**src/rtl/ising_pkg.sv**
```systemverilog
// Ising solver shared types
package ising_pkg;

    // Width of a node index
    localparam int IDX_W = 2;

    // Largest array that a node index can address
    localparam int MAX_NODES = 1 << IDX_W;

    // Coupling strength codes, ordered from strong negative to strong positive
    // Codes 101 to 111 are not valid and get clamped to zero on write
    typedef enum logic [2:0] {
        CPL_NEG2 = 3'b000,
        CPL_NEG1 = 3'b001,
        CPL_ZERO = 3'b010,
        CPL_POS1 = 3'b011,
        CPL_POS2 = 3'b100
    } coupling_code_t;

    // Selects how the payload is decoded
    typedef enum logic {
        OP_WEIGHT  = 1'b0,
        OP_CONTROL = 1'b1
    } cfg_op_t;

    // Weight write fields
    typedef struct packed {
        logic [IDX_W-1:0] row;
        logic [IDX_W-1:0] col;
        coupling_code_t   code;
        logic [8:0]       pad;
    } weight_fields_t;

    // Control write fields
    typedef struct packed {
        logic        run;
        logic        start;
        logic [13:0] pad;
    } control_fields_t;

    // One 16-bit payload, read as weight or control fields by opcode
    typedef union packed {
        weight_fields_t  weight;
        control_fields_t control;
    } cfg_payload_u;

    // Full configuration word, 17 bits
    typedef struct packed {
        cfg_op_t      op;
        cfg_payload_u payload;
    } cfg_word_t;

    // Per-node outcome of one sampling window
    // Sized for the largest array, bits at or above NODES stay 0
    typedef struct packed {
        logic [MAX_NODES-1:0] alive;
        logic [MAX_NODES-1:0] spin;
    } node_result_t;

endpackage

```
**src/rtl/phase_sampler.sv**
```systemverilog
// Oscillator phase sampler
`timescale 1ns/1ps

module phase_sampler import ising_pkg::*; #(
    parameter int NODES  = 4,
    parameter int WINDOW = 64
) (
    input  logic             clk,
    input  logic             rst_n,
    input  logic             start,
    input  logic [NODES-1:0] osc_out,
    output logic             done,
    output node_result_t     result
);

    localparam int CNT_W = $clog2(WINDOW + 1);

    logic [NODES-1:0] sync1;
    logic [NODES-1:0] sync2;
    logic [NODES-1:0] prev;
    logic             active;
    logic             finish;
    logic [CNT_W-1:0] cycle_cnt;
    logic [1:0]       edge_cnt  [NODES];
    logic [CNT_W-1:0] agree_cnt [NODES];
    node_result_t     next_result;

    // Two-flop synchronizer for the free-running rings
    // prev holds the last synchronized sample for edge detection
    always_ff @(posedge clk) begin
        sync1 <= osc_out;
        sync2 <= sync1;
        prev  <= sync2;
    end

    // Window control
    // start is the setup cycle, then WINDOW sampling cycles follow
    always_ff @(posedge clk) begin
        if (!rst_n) begin
            active    <= 1'b0;
            finish    <= 1'b0;
            cycle_cnt <= '0;
        end else if (start) begin
            active    <= 1'b1;
            finish    <= 1'b0;
            cycle_cnt <= '0;
        end else begin
            finish <= active && (cycle_cnt == CNT_W'(WINDOW - 1));
            if (active) begin
                cycle_cnt <= cycle_cnt + 1'b1;
                if (cycle_cnt == CNT_W'(WINDOW - 1)) begin
                    active <= 1'b0;
                end
            end
        end
    end

    // Per-node counters
    // Edge count saturates at two, that is all liveness needs
    always_ff @(posedge clk) begin
        if (!rst_n || start) begin
            for (int n = 0; n < NODES; n++) begin
                edge_cnt[n]  <= '0;
                agree_cnt[n] <= '0;
            end
        end else if (active) begin
            for (int n = 0; n < NODES; n++) begin
                if ((sync2[n] != prev[n]) && (edge_cnt[n] != 2'd2)) begin
                    edge_cnt[n] <= edge_cnt[n] + 2'd1;
                end
                // Agreement is measured against node 0
                if (sync2[n] == sync2[0]) begin
                    agree_cnt[n] <= agree_cnt[n] + 1'b1;
                end
            end
        end
    end

    // Decide alive and spin from the final counts
    always_comb begin
        next_result = '0;
        for (int n = 0; n < NODES; n++) begin
            next_result.alive[n] = (edge_cnt[n] == 2'd2);
            next_result.spin[n]  = (agree_cnt[n] > CNT_W'(WINDOW / 2));
        end
    end

    // Result register and done pulse
    // A new start wins over a window that is just closing
    always_ff @(posedge clk) begin
        if (!rst_n) begin
            done   <= 1'b0;
            result <= '0;
        end else begin
            done <= finish && !start;
            if (start) begin
                result <= '0;
            end else if (finish) begin
                result <= next_result;
            end
        end
    end

endmodule

```
**config.mk**
```make
export PLATFORM = sky130hd
export DESIGN_NAME = phase_sampler
export DESIGN_NICKNAME = d
export VERILOG_FILES = /design/src/rtl/ising_pkg.sv /design/src/rtl/phase_sampler.sv
export SDC_FILE = /design/constraint.sdc
export NUM_CORES = 1
export LEC_CHECK = 0
export BUFFER_PORTS_ARGS = -buffer_cell sky130_fd_sc_hd__buf_2
export CORE_MARGIN = 10
export CORE_UTILIZATION = 60
export CTS_CLUSTER_SIZE = 14
export DETAILED_ROUTE_END_ITERATION = 10
export PLACE_DENSITY = 0.87
export SYNTH_ARGS = -nofsm -noshare
export SYNTH_HDL_FRONTEND = slang
export SYNTH_SLANG_ARGS = --single-unit
export TNS_END_PERCENT = 1
```
**constraint.sdc**
```tcl
create_clock -name clk -period 1.8 [get_ports clk]
set_clock_uncertainty 0.1 [all_clocks]
set_input_delay 0.54 -clock clk [delete_from_list [all_inputs] [get_ports clk]]
set_output_delay 0.54 -clock clk [all_outputs]
set_load 0.05 [all_outputs]
```
==> flow_metrics.tcl <==
set metrics [dict create \
    cts.htree.levels 3 \
    syn_area_sq_mm 0.00288 \
    final_common_cell "edfxtp_1" \
    whs_ns 0.197 \
    synth_nets 281 \
    ys_warn_count 0 \
    tns_ns 0 \
    wl_per_cell_um 14.6 \
    max-cap-violations 0 \
    p_total_mw 3.15 \
    cp.arrival_ns 1.74 \
    holdPathEnd "sync1[2]" \
    hold_viol 0 \
    critical_path_buf_inv_count 1 \
    hold_path_class "in -> reg" \
    worstMarginPinSlew_ns 0.520 \
    worstPathCellList "inv_1 -> ha_1 -> or4b_1 -> a21oi_1 -> a21oi_1" \
    grt_pass1_wl_um 8560 \
    wl_um 5020 \
    slew_headroom_pct 65.3 \
    startpoint_type "flop" \
    initial_core_util_pct 61.3 \
    max-vdd-ir-drop_uv 603 \
    rsz0062_at_grt "false" \
    cp_max_fo 5 \
    syn_area_per_cell_sq_um 11.0 \
    grt_start_max_net_pins 14 \
    synthTopCellsByArea "edfxtp_1, dfxtp_1, ha_1" \
    whs_path_depth 1 \
    r2r.worst_path.cells 5 \
    p_clk_share_pct 39.5 \
    pre_cts_ws_ns 0.114 \
    syn_inst 261 \
    antennaDiodeCount 0 \
    n_fill_cell 359 \
    clk_latency_ns 0.35 \
    clock-sinks 66 \
    seq_area_frac_synth_pct 58.5 \
    grt_pass1_vias 1944 \
    synth_cell_types 29 \
    period_needed_ns 1.64 \
    vias 1902 \
    rows 25 \
    post-route-period-util_pct 91.1 \
    dieArea_sq_mm 0.00796 \
    cp-end-kind "flop" \
    power.share.switching_pct 21.9 \
    dieHeight_um 89.2 \
    fin_area_sq_mm 0.00321 \
    placed_cell_area_sq_mm 0.00301 \
    drc 0 \
    clk_pin_slew_ns 0.07 \
    first_pass_iters 5 \
    synth_top_area_share_pct 37.6 \
    fmax_mhz 610 \
    p_switching_uw 691 \
    outcome "finished clean" \
    crit-reg2reg-launch "agree_cnt[1][0]" \
    dp_cells 327 \
    drtIter0Drc 178 \
    die_x_um 89.2 \
    hold_buffers 0 \
    reg2reg_slack_ns 0.16 \
    top_level_ports 16 \
    io_buffer_count 15 \
    setup_slack_ns 0.160 \
    drive_above_1_share_pct 12.1 \
    mostFrequentLayoutCells "edfxtp_1, nor2_1, dfxtp_1, nand2_1, a21oi_1" \
    gp_congestion 0.792 \
    criticalPathCategory "reg -> reg" \
    cp.required_ns 1.90 \
    clockBufferDepth 2 \
    tritoncts "done" \
    fin_nets 304 \
    core_sq_mm 0.00469 \
    crit_top_cell "a21oi_1" \
    cpLargestDelayFamily "flip-flops" \
    p_leak_nw 1.25 \
    numCtsBuffers 9 \
    power_frac_seq_pct 54.7 \
    p_per_area_mw_per_mm2 982 \
    cpPeakStageDelay_ns 0.45 \
    cp_slowest_cell "edfxtp_1" \
    grt_usage_pct 14.1 \
    utilization_pct 68.4 \
    post-cts-setup-buffers 0 \
    antenna_found_initial 0 \
    grt_overflow 0 \
    internal-power_mw 2.46 \
    cts_root_buf "clkbuf_8" \
    cts-resized-gates 0 \
    min_from "osc_out[2]" \
    finalNonFillerCells 343 \
    slew_violations 0 \
    ant_nets 0 \
    power_frac_comb_pct 5.9 \
    place_hpwl_um 3690 \
    setup_viol_count_final 0 \
    areaGrowthSynthToFinish_pct 11.5 \
    avgViaCountPerCell 5.55 \
    synth.largest_area_cell "edfxtp_1" \
    r2r_end "result[1]" \
    ys_seq_elements 66 \
]
## power by group through the flow
stage	Clock [mW]	Sequential, mW	Combinational, mW
floorplan	0	1.74	0.141
global placement	0	1.75	0.177
detailed placement	0	1.76	0.184
CTS	1.26	1.72	0.187
global route	1.32	1.73	0.212
finish	1.24	1.72	0.185
## worst register-to-register path: stages, from the launching register on
cell	delay, ns
edfxtp_1	0.45
inv_1	0.09
ha_1	0.14
or4b_1	0.43
a21oi_1	0.18
a21oi_1	0.09
## metal layers
layer | GRT usage [%] | part of all wire (%) | up-vias
met1 | 16.3 | 46 | 883
met4 | 8.67 | 2.3 | 0
met2 | 22.0 | 46 | 46
li1 | - | - | 959
met5 | 0 | 0 | -
met3 | 4.83 | 5.8 | 14
## state kept, by name, summed over array words and instances (netlist names)
register   count
finish         1
sync2          4
active         1
edge_cnt       8
result         8
done           1
agree_cnt     28
cycle_cnt      7
sync1          4
prev           4
## cell families after synthesis
group                    after synthesis  share of synthesized area (%)
buffers and inverters                 20                           3.09
AND/OR/NAND/NOR                       97                           17.1
multiplexers                           5                           1.74
flip-flops                            66                           58.5
adder cells (fa/ha/maj)               13                           5.65
XOR/XNOR                              23                           7.00
AO/OA/AOI/OAI                         37                           6.92
## synth_stat cells (all sizes together)
master	n
edfxtp	36
o31ai	4
nor2b	1
xor2	11
nor2	33
nand3	10
nand2b	1
mux2i	5
clkbuf	2
nand4	2
nand2	24
dfxtp	30
o21ai	14
buf	5
or3	14
or4b	4
nor4	1
xnor2	12
and3	3
and2	2
nand3b	1
inv	13
o311ai	1
a21oi	18
and3b	1
ha	13
## how the worst max path moves through the flow
stage                          from              end  cells after the start
finish              agree_cnt[1][0]        result[1]                      5
global route        agree_cnt[1][0]        result[1]                      5
CTS                 agree_cnt[1][0]        result[1]                      5
detailed placement            start   edge_cnt[2][0]                      4
global placement              rst_n  agree_cnt[1][4]                      4
floorplan                     start   edge_cnt[2][0]                      4
## cell type report
cell class              count  area (sq um)  area share [%]
clock inverters             2          36.3            1.13
well taps                  54          67.6            2.11
flip-flops and latches     66          1680            52.4
repair buffers             19           105            3.28
clock buffers              14           163            5.07
inverters                  13          48.8            1.52
multi-input cells         175          1110            34.5
Note: power is estimated with default switching activity, not from simulation.
