===== src/rtl/ising_pkg.sv =====
// Ising solver shared types
package ising_pkg;

    // Width of a node index
    localparam int IDX_W = 2;

    // Largest array that a node index can address
    localparam int MAX_NODES = 1 << IDX_W;

    // Coupling strength codes, ordered from strong negative to strong positive
    // Codes 101 to 111 are not valid and get clamped to zero on write
    typedef enum logic [2:0] {
        CPL_NEG2 = 3'b000,
        CPL_NEG1 = 3'b001,
        CPL_ZERO = 3'b010,
        CPL_POS1 = 3'b011,
        CPL_POS2 = 3'b100
    } coupling_code_t;

    // Selects how the payload is decoded
    typedef enum logic {
        OP_WEIGHT  = 1'b0,
        OP_CONTROL = 1'b1
    } cfg_op_t;

    // Weight write fields
    typedef struct packed {
        logic [IDX_W-1:0] row;
        logic [IDX_W-1:0] col;
        coupling_code_t   code;
        logic [8:0]       pad;
    } weight_fields_t;

    // Control write fields
    typedef struct packed {
        logic        run;
        logic        start;
        logic [13:0] pad;
    } control_fields_t;

    // One 16-bit payload, read as weight or control fields by opcode
    typedef union packed {
        weight_fields_t  weight;
        control_fields_t control;
    } cfg_payload_u;

    // Full configuration word, 17 bits
    typedef struct packed {
        cfg_op_t      op;
        cfg_payload_u payload;
    } cfg_word_t;

    // Per-node outcome of one sampling window
    // Sized for the largest array, bits at or above NODES stay 0
    typedef struct packed {
        logic [MAX_NODES-1:0] alive;
        logic [MAX_NODES-1:0] spin;
    } node_result_t;

endpackage


===== src/rtl/coupling_matrix.sv =====
// Coupling matrix and run control
`timescale 1ns/1ps

module coupling_matrix import ising_pkg::*; #(
    parameter int NODES = 4
) (
    input  logic                     clk,
    input  logic                     rst_n,
    input  logic                     cfg_valid,
    input  cfg_word_t                cfg,
    input  logic [IDX_W-1:0]         rd_row,
    input  logic [IDX_W-1:0]         rd_col,
    output coupling_code_t           rd_code,
    output logic [NODES*NODES*3-1:0] weights,
    output logic                     run,
    output logic                     start
);

    coupling_code_t  codes [NODES][NODES];
    weight_fields_t  wf;
    control_fields_t cf;
    coupling_code_t  wr_code;
    logic            wr_en;
    logic            ctl_en;

    // Same payload bits, two views
    assign wf = cfg.payload.weight;
    assign cf = cfg.payload.control;

    // Out-of-range codes land on zero coupling
    assign wr_code = (wf.code > CPL_POS2) ? CPL_ZERO : wf.code;

    // Self coupling stays at zero, diagonal writes are dropped
    assign wr_en = cfg_valid && (cfg.op == OP_WEIGHT) && (wf.row != wf.col) &&
                   (int'(wf.row) < NODES) && (int'(wf.col) < NODES);

    assign ctl_en = cfg_valid && (cfg.op == OP_CONTROL);

    // Code registers
    always_ff @(posedge clk) begin
        if (!rst_n) begin
            for (int r = 0; r < NODES; r++) begin
                for (int c = 0; c < NODES; c++) begin
                    codes[r][c] <= CPL_ZERO;
                end
            end
        end else if (wr_en) begin
            codes[wf.row][wf.col] <= wr_code;
        end
    end

    // Run level and one-cycle start strobe
    always_ff @(posedge clk) begin
        if (!rst_n) begin
            run   <= 1'b0;
            start <= 1'b0;
        end else begin
            start <= ctl_en && cf.start;
            if (ctl_en) begin
                run <= cf.run;
            end
        end
    end

    // Registered readback
    always_ff @(posedge clk) begin
        if (!rst_n) begin
            rd_code <= CPL_ZERO;
        end else if ((int'(rd_row) < NODES) && (int'(rd_col) < NODES)) begin
            rd_code <= codes[rd_row][rd_col];
        end else begin
            rd_code <= CPL_ZERO;
        end
    end

    // Flatten row by row, row r feeds oscillator r
    always_comb begin
        for (int r = 0; r < NODES; r++) begin
            for (int c = 0; c < NODES; c++) begin
                weights[(r*NODES + c)*3 +: 3] = codes[r][c];
            end
        end
    end

endmodule


===== config.mk =====
export PLATFORM = sky130hd
export DESIGN_NAME = coupling_matrix
export DESIGN_NICKNAME = d
export VERILOG_FILES = /design/src/rtl/ising_pkg.sv /design/src/rtl/coupling_matrix.sv
export SDC_FILE = /design/constraint.sdc
export NUM_CORES = 1
export LEC_CHECK = 0
export BUFFER_PORTS_ARGS = -buffer_cell sky130_fd_sc_hd__buf_4
export CAP_MARGIN = 20
export CORE_ASPECT_RATIO = 1.75
export CORE_MARGIN = 2
export CORE_UTILIZATION = 45
export CTS_BUF_LIST = sky130_fd_sc_hd__clkbuf_2
export DETAILED_ROUTE_END_ITERATION = 8
export PLACE_DENSITY_LB_ADDON = 0.08
export SYNTH_ARGS = -nofsm -noshare
export SYNTH_HDL_FRONTEND = slang
export SYNTH_SLANG_ARGS = --single-unit

===== constraint.sdc =====
create_clock -name clk -period 1.4 [get_ports clk]
set_clock_uncertainty 0.1 [all_clocks]
set_input_delay 0.07 -clock clk [delete_from_list [all_inputs] [get_ports clk]]
set_output_delay 0.07 -clock clk [all_outputs]
set_load 0.01 [all_outputs]

==> flow_summary.ini, run 1 <==
[drt]
viasPerCell = 5.30
ant_nets = 0
drtIter0Drc = 66
post-route-drc-count = 0
vias = 1957
dr.pass1.iters = 4
wl_um = 6230
routedWlPerCell_um = 16.9

[placed_design]
dp_cells = 345
post-dp-hpwl_um = 4450
place.gp.congestion = 0.829
pre_cts_slack_ns = -0.0528
io_buffers = 67

[clocking]
clockBufferDepth = 2
cts_buffers = 5
path_clk_slew_ns = 0.23
cts_sinks = 53
cts_tree = done
clockRootBuffer = clkbuf_2
clk_latency_ns = 0.43
htreeDepth = 2

[global_routing]
antenna_found_initial = 0
grt_use_total_pct = 22.2
grt_max_degree = 19
use_met2_pct = 41.7
grt.busiest_layer = met2
grt-ovfl-total = 0
grt_pass1_wl_um = 9490
met3_usage_pct = 3.48
use_met1_pct = 22.3
grt_pass1_vias = 2005

[outcome]
violations = negative setup slack
status = finished with violations

[timing]
hold_viol_final = 0
fmax_mhz = 663
fin_crit_sh_pct = 108
fin_tns_setup_ns = -0.188
drv_slew = 0
setup_slack_ns = -0.108
rsz0062_at_grt = true
setup_violations = 3
min_period_ns = 1.51

[setup_path]
startpoint_type = register
cpMaxStageDelayCell = mux4_2
crit_path_max_fanout = 2
crit_arrival_ns = 1.76
worstSetupPathType = reg -> reg
cp_data_required_time_ns = 1.66
path_cells = mux4_2, a221oi_2, nand2_1
critPathCaptureType = register
slowest_delay_ns = 0.53

[synth]
async_flop_share_pct = 0
synthDistinctLibCells = 25
yosys-top-cells-area = edfxtp_1, mux4_1, dfxtp_1
synthFlopType = edfxtp_1
netlist_area_sq_um = 2380
ys_ff_latch = 53
synth_top_area_cell = edfxtp_1
seq_area_frac_synth_pct = 64.7
yosysWarnings = 0
synth_edf_count = 48
synth.avg_cell_area_sq_um = 14.3
synth_top_area_share_pct = 60.5
syn_inst = 167

[floorplan]
die_area_sq_um = 5910
rows = 35
ios = 77
die_width_um = 59
start_util_pct = 46.1
core-area_sq_um = 5170
fp.dieH_um = 100

[power_and_ir_drop]
design_power_total_w = 0.00324
p_leak_nw = 1.50
ir_drop_uv = 609
p_per_area_nw_per_um2 = 903

[layout]
n_antenna_cell = 0
n_fill_cell = 410
fin_util_pct = 69.5
final_cells = 369
nets = 337
area_growth_pct = 50.7
drive_gt1_share_pct = 47.1

[run]
max_cap_violations = 0

[min_path]
hp-class = in -> reg
## cells in the final DEF, fill, tap and decap left out, drive strengths merged, types with 2 or more instances in the layout
cell type	instances
a21oi	4
a22oi	5
buf	124
clkbuf	6
conb	12
dfxtp	5
dlygate4sd3	15
edfxtp	48
inv	4
mux4	12
nand2	15
nand2b	8
nand3	6
nand3b	4
nand4	6
nand4b	2
nor2	26
nor2b	4
## repair_timing
item,CTS,global route
endpoints found under the setup margin,3,17
pin swaps,2,0
endpoints found under the hold margin,16,0
setup buffers,0,1
hold buffers,15,0
gates resized for setup,7,9
## cell usage after synthesis, types with 4 or more instances
cell type,n
a21oi_1,4
nand2b_1,8
nand4_1,6
nor2_1,26
nor2b_1,4
buf_2,4
inv_1,4
nand3_1,6
clkbuf_1,5
dfxtp_1,5
nand2_1,15
mux4_1,10
a22oi_1,5
nand3b_1,4
edfxtp_1,48
## sequential cells by signal, summed over array words and instances (netlist names)
| register | count |
|---|---|
| codes | 48 |
| rd_code | 3 |
| run | 1 |
| start | 1 |
## power breakdown
part	switching [W]	internal, W
clock	0.000443	0.000304
sequential	0.0000575	0.00182
combinational	0.000269	0.000348
total	0.000769	0.00247
## cells by family after synthesis
family,Yosys count,share of synthesized area (%)
AOI/OAI and AO/OA,10,3.05
other,2,0.315
and+or+nand+nor,76,16.3
muxes,12,12.9
buffers and inverters,14,2.73
DFF,53,64.7
## layout make-up
type	instances	area, sq um	area share (%)
multi-input combinational	110	806	22.4
clock buffer	6	30.0	0.836
sequential	53	1540	42.9
timing repair buffer	139	1100	30.5
tap	55	68.8	1.92
inverter	4	15.0	0.418
clock inverter	2	33.8	0.941
## worst paths after layout
| check | end | slack, ns | startpoint | cells past startpoint |
|---|---|---|---|---|
| worst max-delay path | rd_code[1] | -0.11 | codes[3][7] | 3 |
| worst min-delay path | codes[1][1] | 0.009 | cfg[13] | 3 |
| worst max register to register | rd_code[1] | -0.11 | codes[3][7] | 3 |
| worst min register to register | rd_code[1] | 0.66 | codes[0][1] | 3 |
## metrics by stage
step | hold slack, ns | instance area [sq um]
2_1_floorplan | 0.118 | 2420
3_3_place_gp | 0.259 | 3360
3_5_place_dp | 0.264 | 3360
4_1_cts | 0.00209 | 3550
5_1_grt | 0.00291 | 3590
6_report | 0.00931 | 3590
## worst max-delay path: cells and delay by family (launching register included)
kind,cells,cell delay [ns]
muxes,1,0.53
DFF,1,0.50
and+or+nand+nor,1,0.06
AOI/OAI and AO/OA,1,0.25
## layer usage
| layer | vias to the layer above | routed length, um | part of all wire, % |
|---|---|---|---|
| li1 | 908 | - | - |
| met1 | 939 | 2060 | 33 |
| met2 | 89 | 3630 | 58 |
| met3 | 21 | 332 | 5.3 |
| met4 | 0 | 209 | 3.4 |
| met5 | - | 0 | 0 |
Note: power is estimated with default switching activity, not from simulation.
==> run 2: changes to the inputs <==
--- a/config.mk
+++ b/config.mk
@@ -12,7 +12,9 @@
 export CORE_UTILIZATION = 45
 export CTS_BUF_LIST = sky130_fd_sc_hd__clkbuf_2
 export DETAILED_ROUTE_END_ITERATION = 8
+export GPL_TIMING_DRIVEN = 0
 export PLACE_DENSITY_LB_ADDON = 0.08
+export SETUP_SLACK_MARGIN = 0.5
 export SYNTH_ARGS = -nofsm -noshare
 export SYNTH_HDL_FRONTEND = slang
 export SYNTH_SLANG_ARGS = --single-unit
==> flow_summary.ini, run 2 (synthesized netlist as in run 1, its figures left out) <==
[floorplan]
rows = 35
ios = 77
die_area_sq_um = 5910
die_width_um = 59
start_util_pct = 46.1
core-area_sq_um = 5170
fp.dieH_um = 100

[global_routing]
grt-ovfl-total = 0
grt_use_total_pct = 20.6
grt_max_degree = 15
grt_pass1_wl_um = 8700
grt_pass1_vias = 1785
antenna_found_initial = 0

[min_path]
hold_path_end = codes[0][1]
hold_depth = 3
hp-class = in -> reg
worstHoldStart = cfg[10]

[setup_path]
crit_family = buffers and inverters
worstSetupPathType = in -> reg
cp_data_required_time_ns = 1.64
startpoint_type = primary input
slowest_delay_ns = 0.63
cp.buffers_inverters = 4
crit_path_max_fanout = 4
cpMaxStageDelayCell = dlygate4sd3_1
r2r-end = rd_code[0]
ff2ff_path_depth = 3
crit_arrival_ns = 1.70
r2r_slack_ns = -0.06
critPathCaptureType = register
r2r_start = codes[3][0]
path_cells = buf_12, dlygate4sd3_1, buf_4, and4_1, dlygate4sd3_1
critical_path.most_common_cell = dlygate4sd3_1

[layout]
n_antenna_cell = 0
final_cell_area_sq_um = 3620
top_regs = codes x48, rd_code x3
area_growth_pct = 52.1
layout_commonest_cell = buf_6
largest_reg_flops = 48
nets = 299
mostFrequentLayoutCells = buf_6, edfxtp_1, buf_4, nor2_1
drive_gt1_share_pct = 54.0
top_register = codes

[timing]
tightestPinTransition_ns = 0.567
setup_slack_ns = -0.0626
setup_violations = 4
min_period_ns = 1.46
hold_viol_final = 12
holdWs_ns = -0.127
fmax_mhz = 684
rsz0062_at_grt = true
fin_crit_sh_pct = 104
slew_headroom_pct = 62.2
drv_slew = 0

[clocking]
cts_sinks = 53
path_clk_slew_ns = 0.22
clockBufferDepth = 2
cts_buffers = 5
clk_latency_ns = 0.43
htreeDepth = 2
cts_tree = done
clockRootBuffer = clkbuf_2

[drt]
routedWlPerCell_um = 17.6
drtIter0Drc = 72
viasPerCell = 5.28
dr.pass1.iters = 4
vias = 1748
wl_um = 5810
ant_nets = 0
post-route-drc-count = 0

[power_and_ir_drop]
ir_drop_uv = 573
p_per_area_nw_per_um2 = 859
p_leak_nw = 1.43
design_power_total_w = 0.00311

[outcome]
status = finished with violations
violations = negative hold slack, negative setup slack

[placed_design]
place.gp.congestion = 0.764
io_buffers = 66
placedInstanceArea_sq_um = 3070
post-dp-hpwl_um = 4300

[run]
max_cap_violations = 0
run 2: cell count changes in the layout (fill, tap and decap cells not counted), sizes merged:
cell	delta
bufinv	-1
buf	-33
dlygate4sd3	-10
clkbuf	+7
clkinv	-1
run 2: report_power, final:
group | internal (W) | total (W) | switching (W)
registers | 0.00183 | 0.00189 | 0.0000690
logic | 0.000364 | 0.000636 | 0.000272
clock network | 0.000147 | 0.000581 | 0.000434
run 2: per-layer routing:
layer	global-route usage [%]	vias up	wire (um)
met5	0	-	0
met4	7.52	0	143
met3	3.09	13	177
met2	39.1	52	3480
met1	21.9	856	2010
li1	-	827	-
run 2: stage by stage:
| stage | TNS, ns | util (%) | setup WS (ns) | cells | hold WS (ns) |
|---|---|---|---|---|---|
| after global routing | -0.477 | 70.1 | -0.114 | 331 | -0.139 |
| after global placement | -0.358 | 59.3 | -0.123 | 298 | 0.262 |
| after detailed placement | -0.448 | 59.3 | -0.133 | 298 | 0.271 |
| after floorplan | -0.0125 | - | -0.0125 | 177 | 0.118 |
| final | -0.189 | 70.1 | -0.0626 | 331 | -0.127 |
| after CTS | -0.0950 | 66.8 | -0.0351 | 322 | -0.151 |
run 2: what timing repair did:
item / CTS / global route
hold buffers: 4 / 1
pin swaps: 4 / 2
setup buffers: 12 / 8
gates resized for setup: 63 / 26
hold endpoints to repair: 34 / 29
endpoints found under the setup margin: 74 / 85
run 2: how the worst max path moves through the flow:
stage | end | depth (start not counted) | start | slack [ns]
floorplan | rd_code[1] | 3 | codes[3][7] | -0.01
global placement | rd_code[0] | 5 | rd_row[0] | -0.12
detailed placement | rd_code[0] | 5 | rd_row[0] | -0.13
CTS | rd_code[0] | 3 | codes[3][9] | -0.04
global route | rd_code[1] | 3 | codes[3][1] | -0.11
finish | start | 5 | rst_n | -0.06
run 2: final cells by class:
class                   instances  area [sq um]
inverters                       4          15.0
fillers                       395          1540
flip-flops and latches         53          1550
repair buffers                 91           936
plain buffers                  10          90.1
multi-input cells             110           926
well taps                      55          68.8
clock buffers                   8          40.0
run 2: worst reg2reg max path, cell delays in order (launching register included):
cell and delay, ns:
edfxtp_1 0.46, mux4_2 0.50, a22oi_2 0.23, a21oi_1 0.09
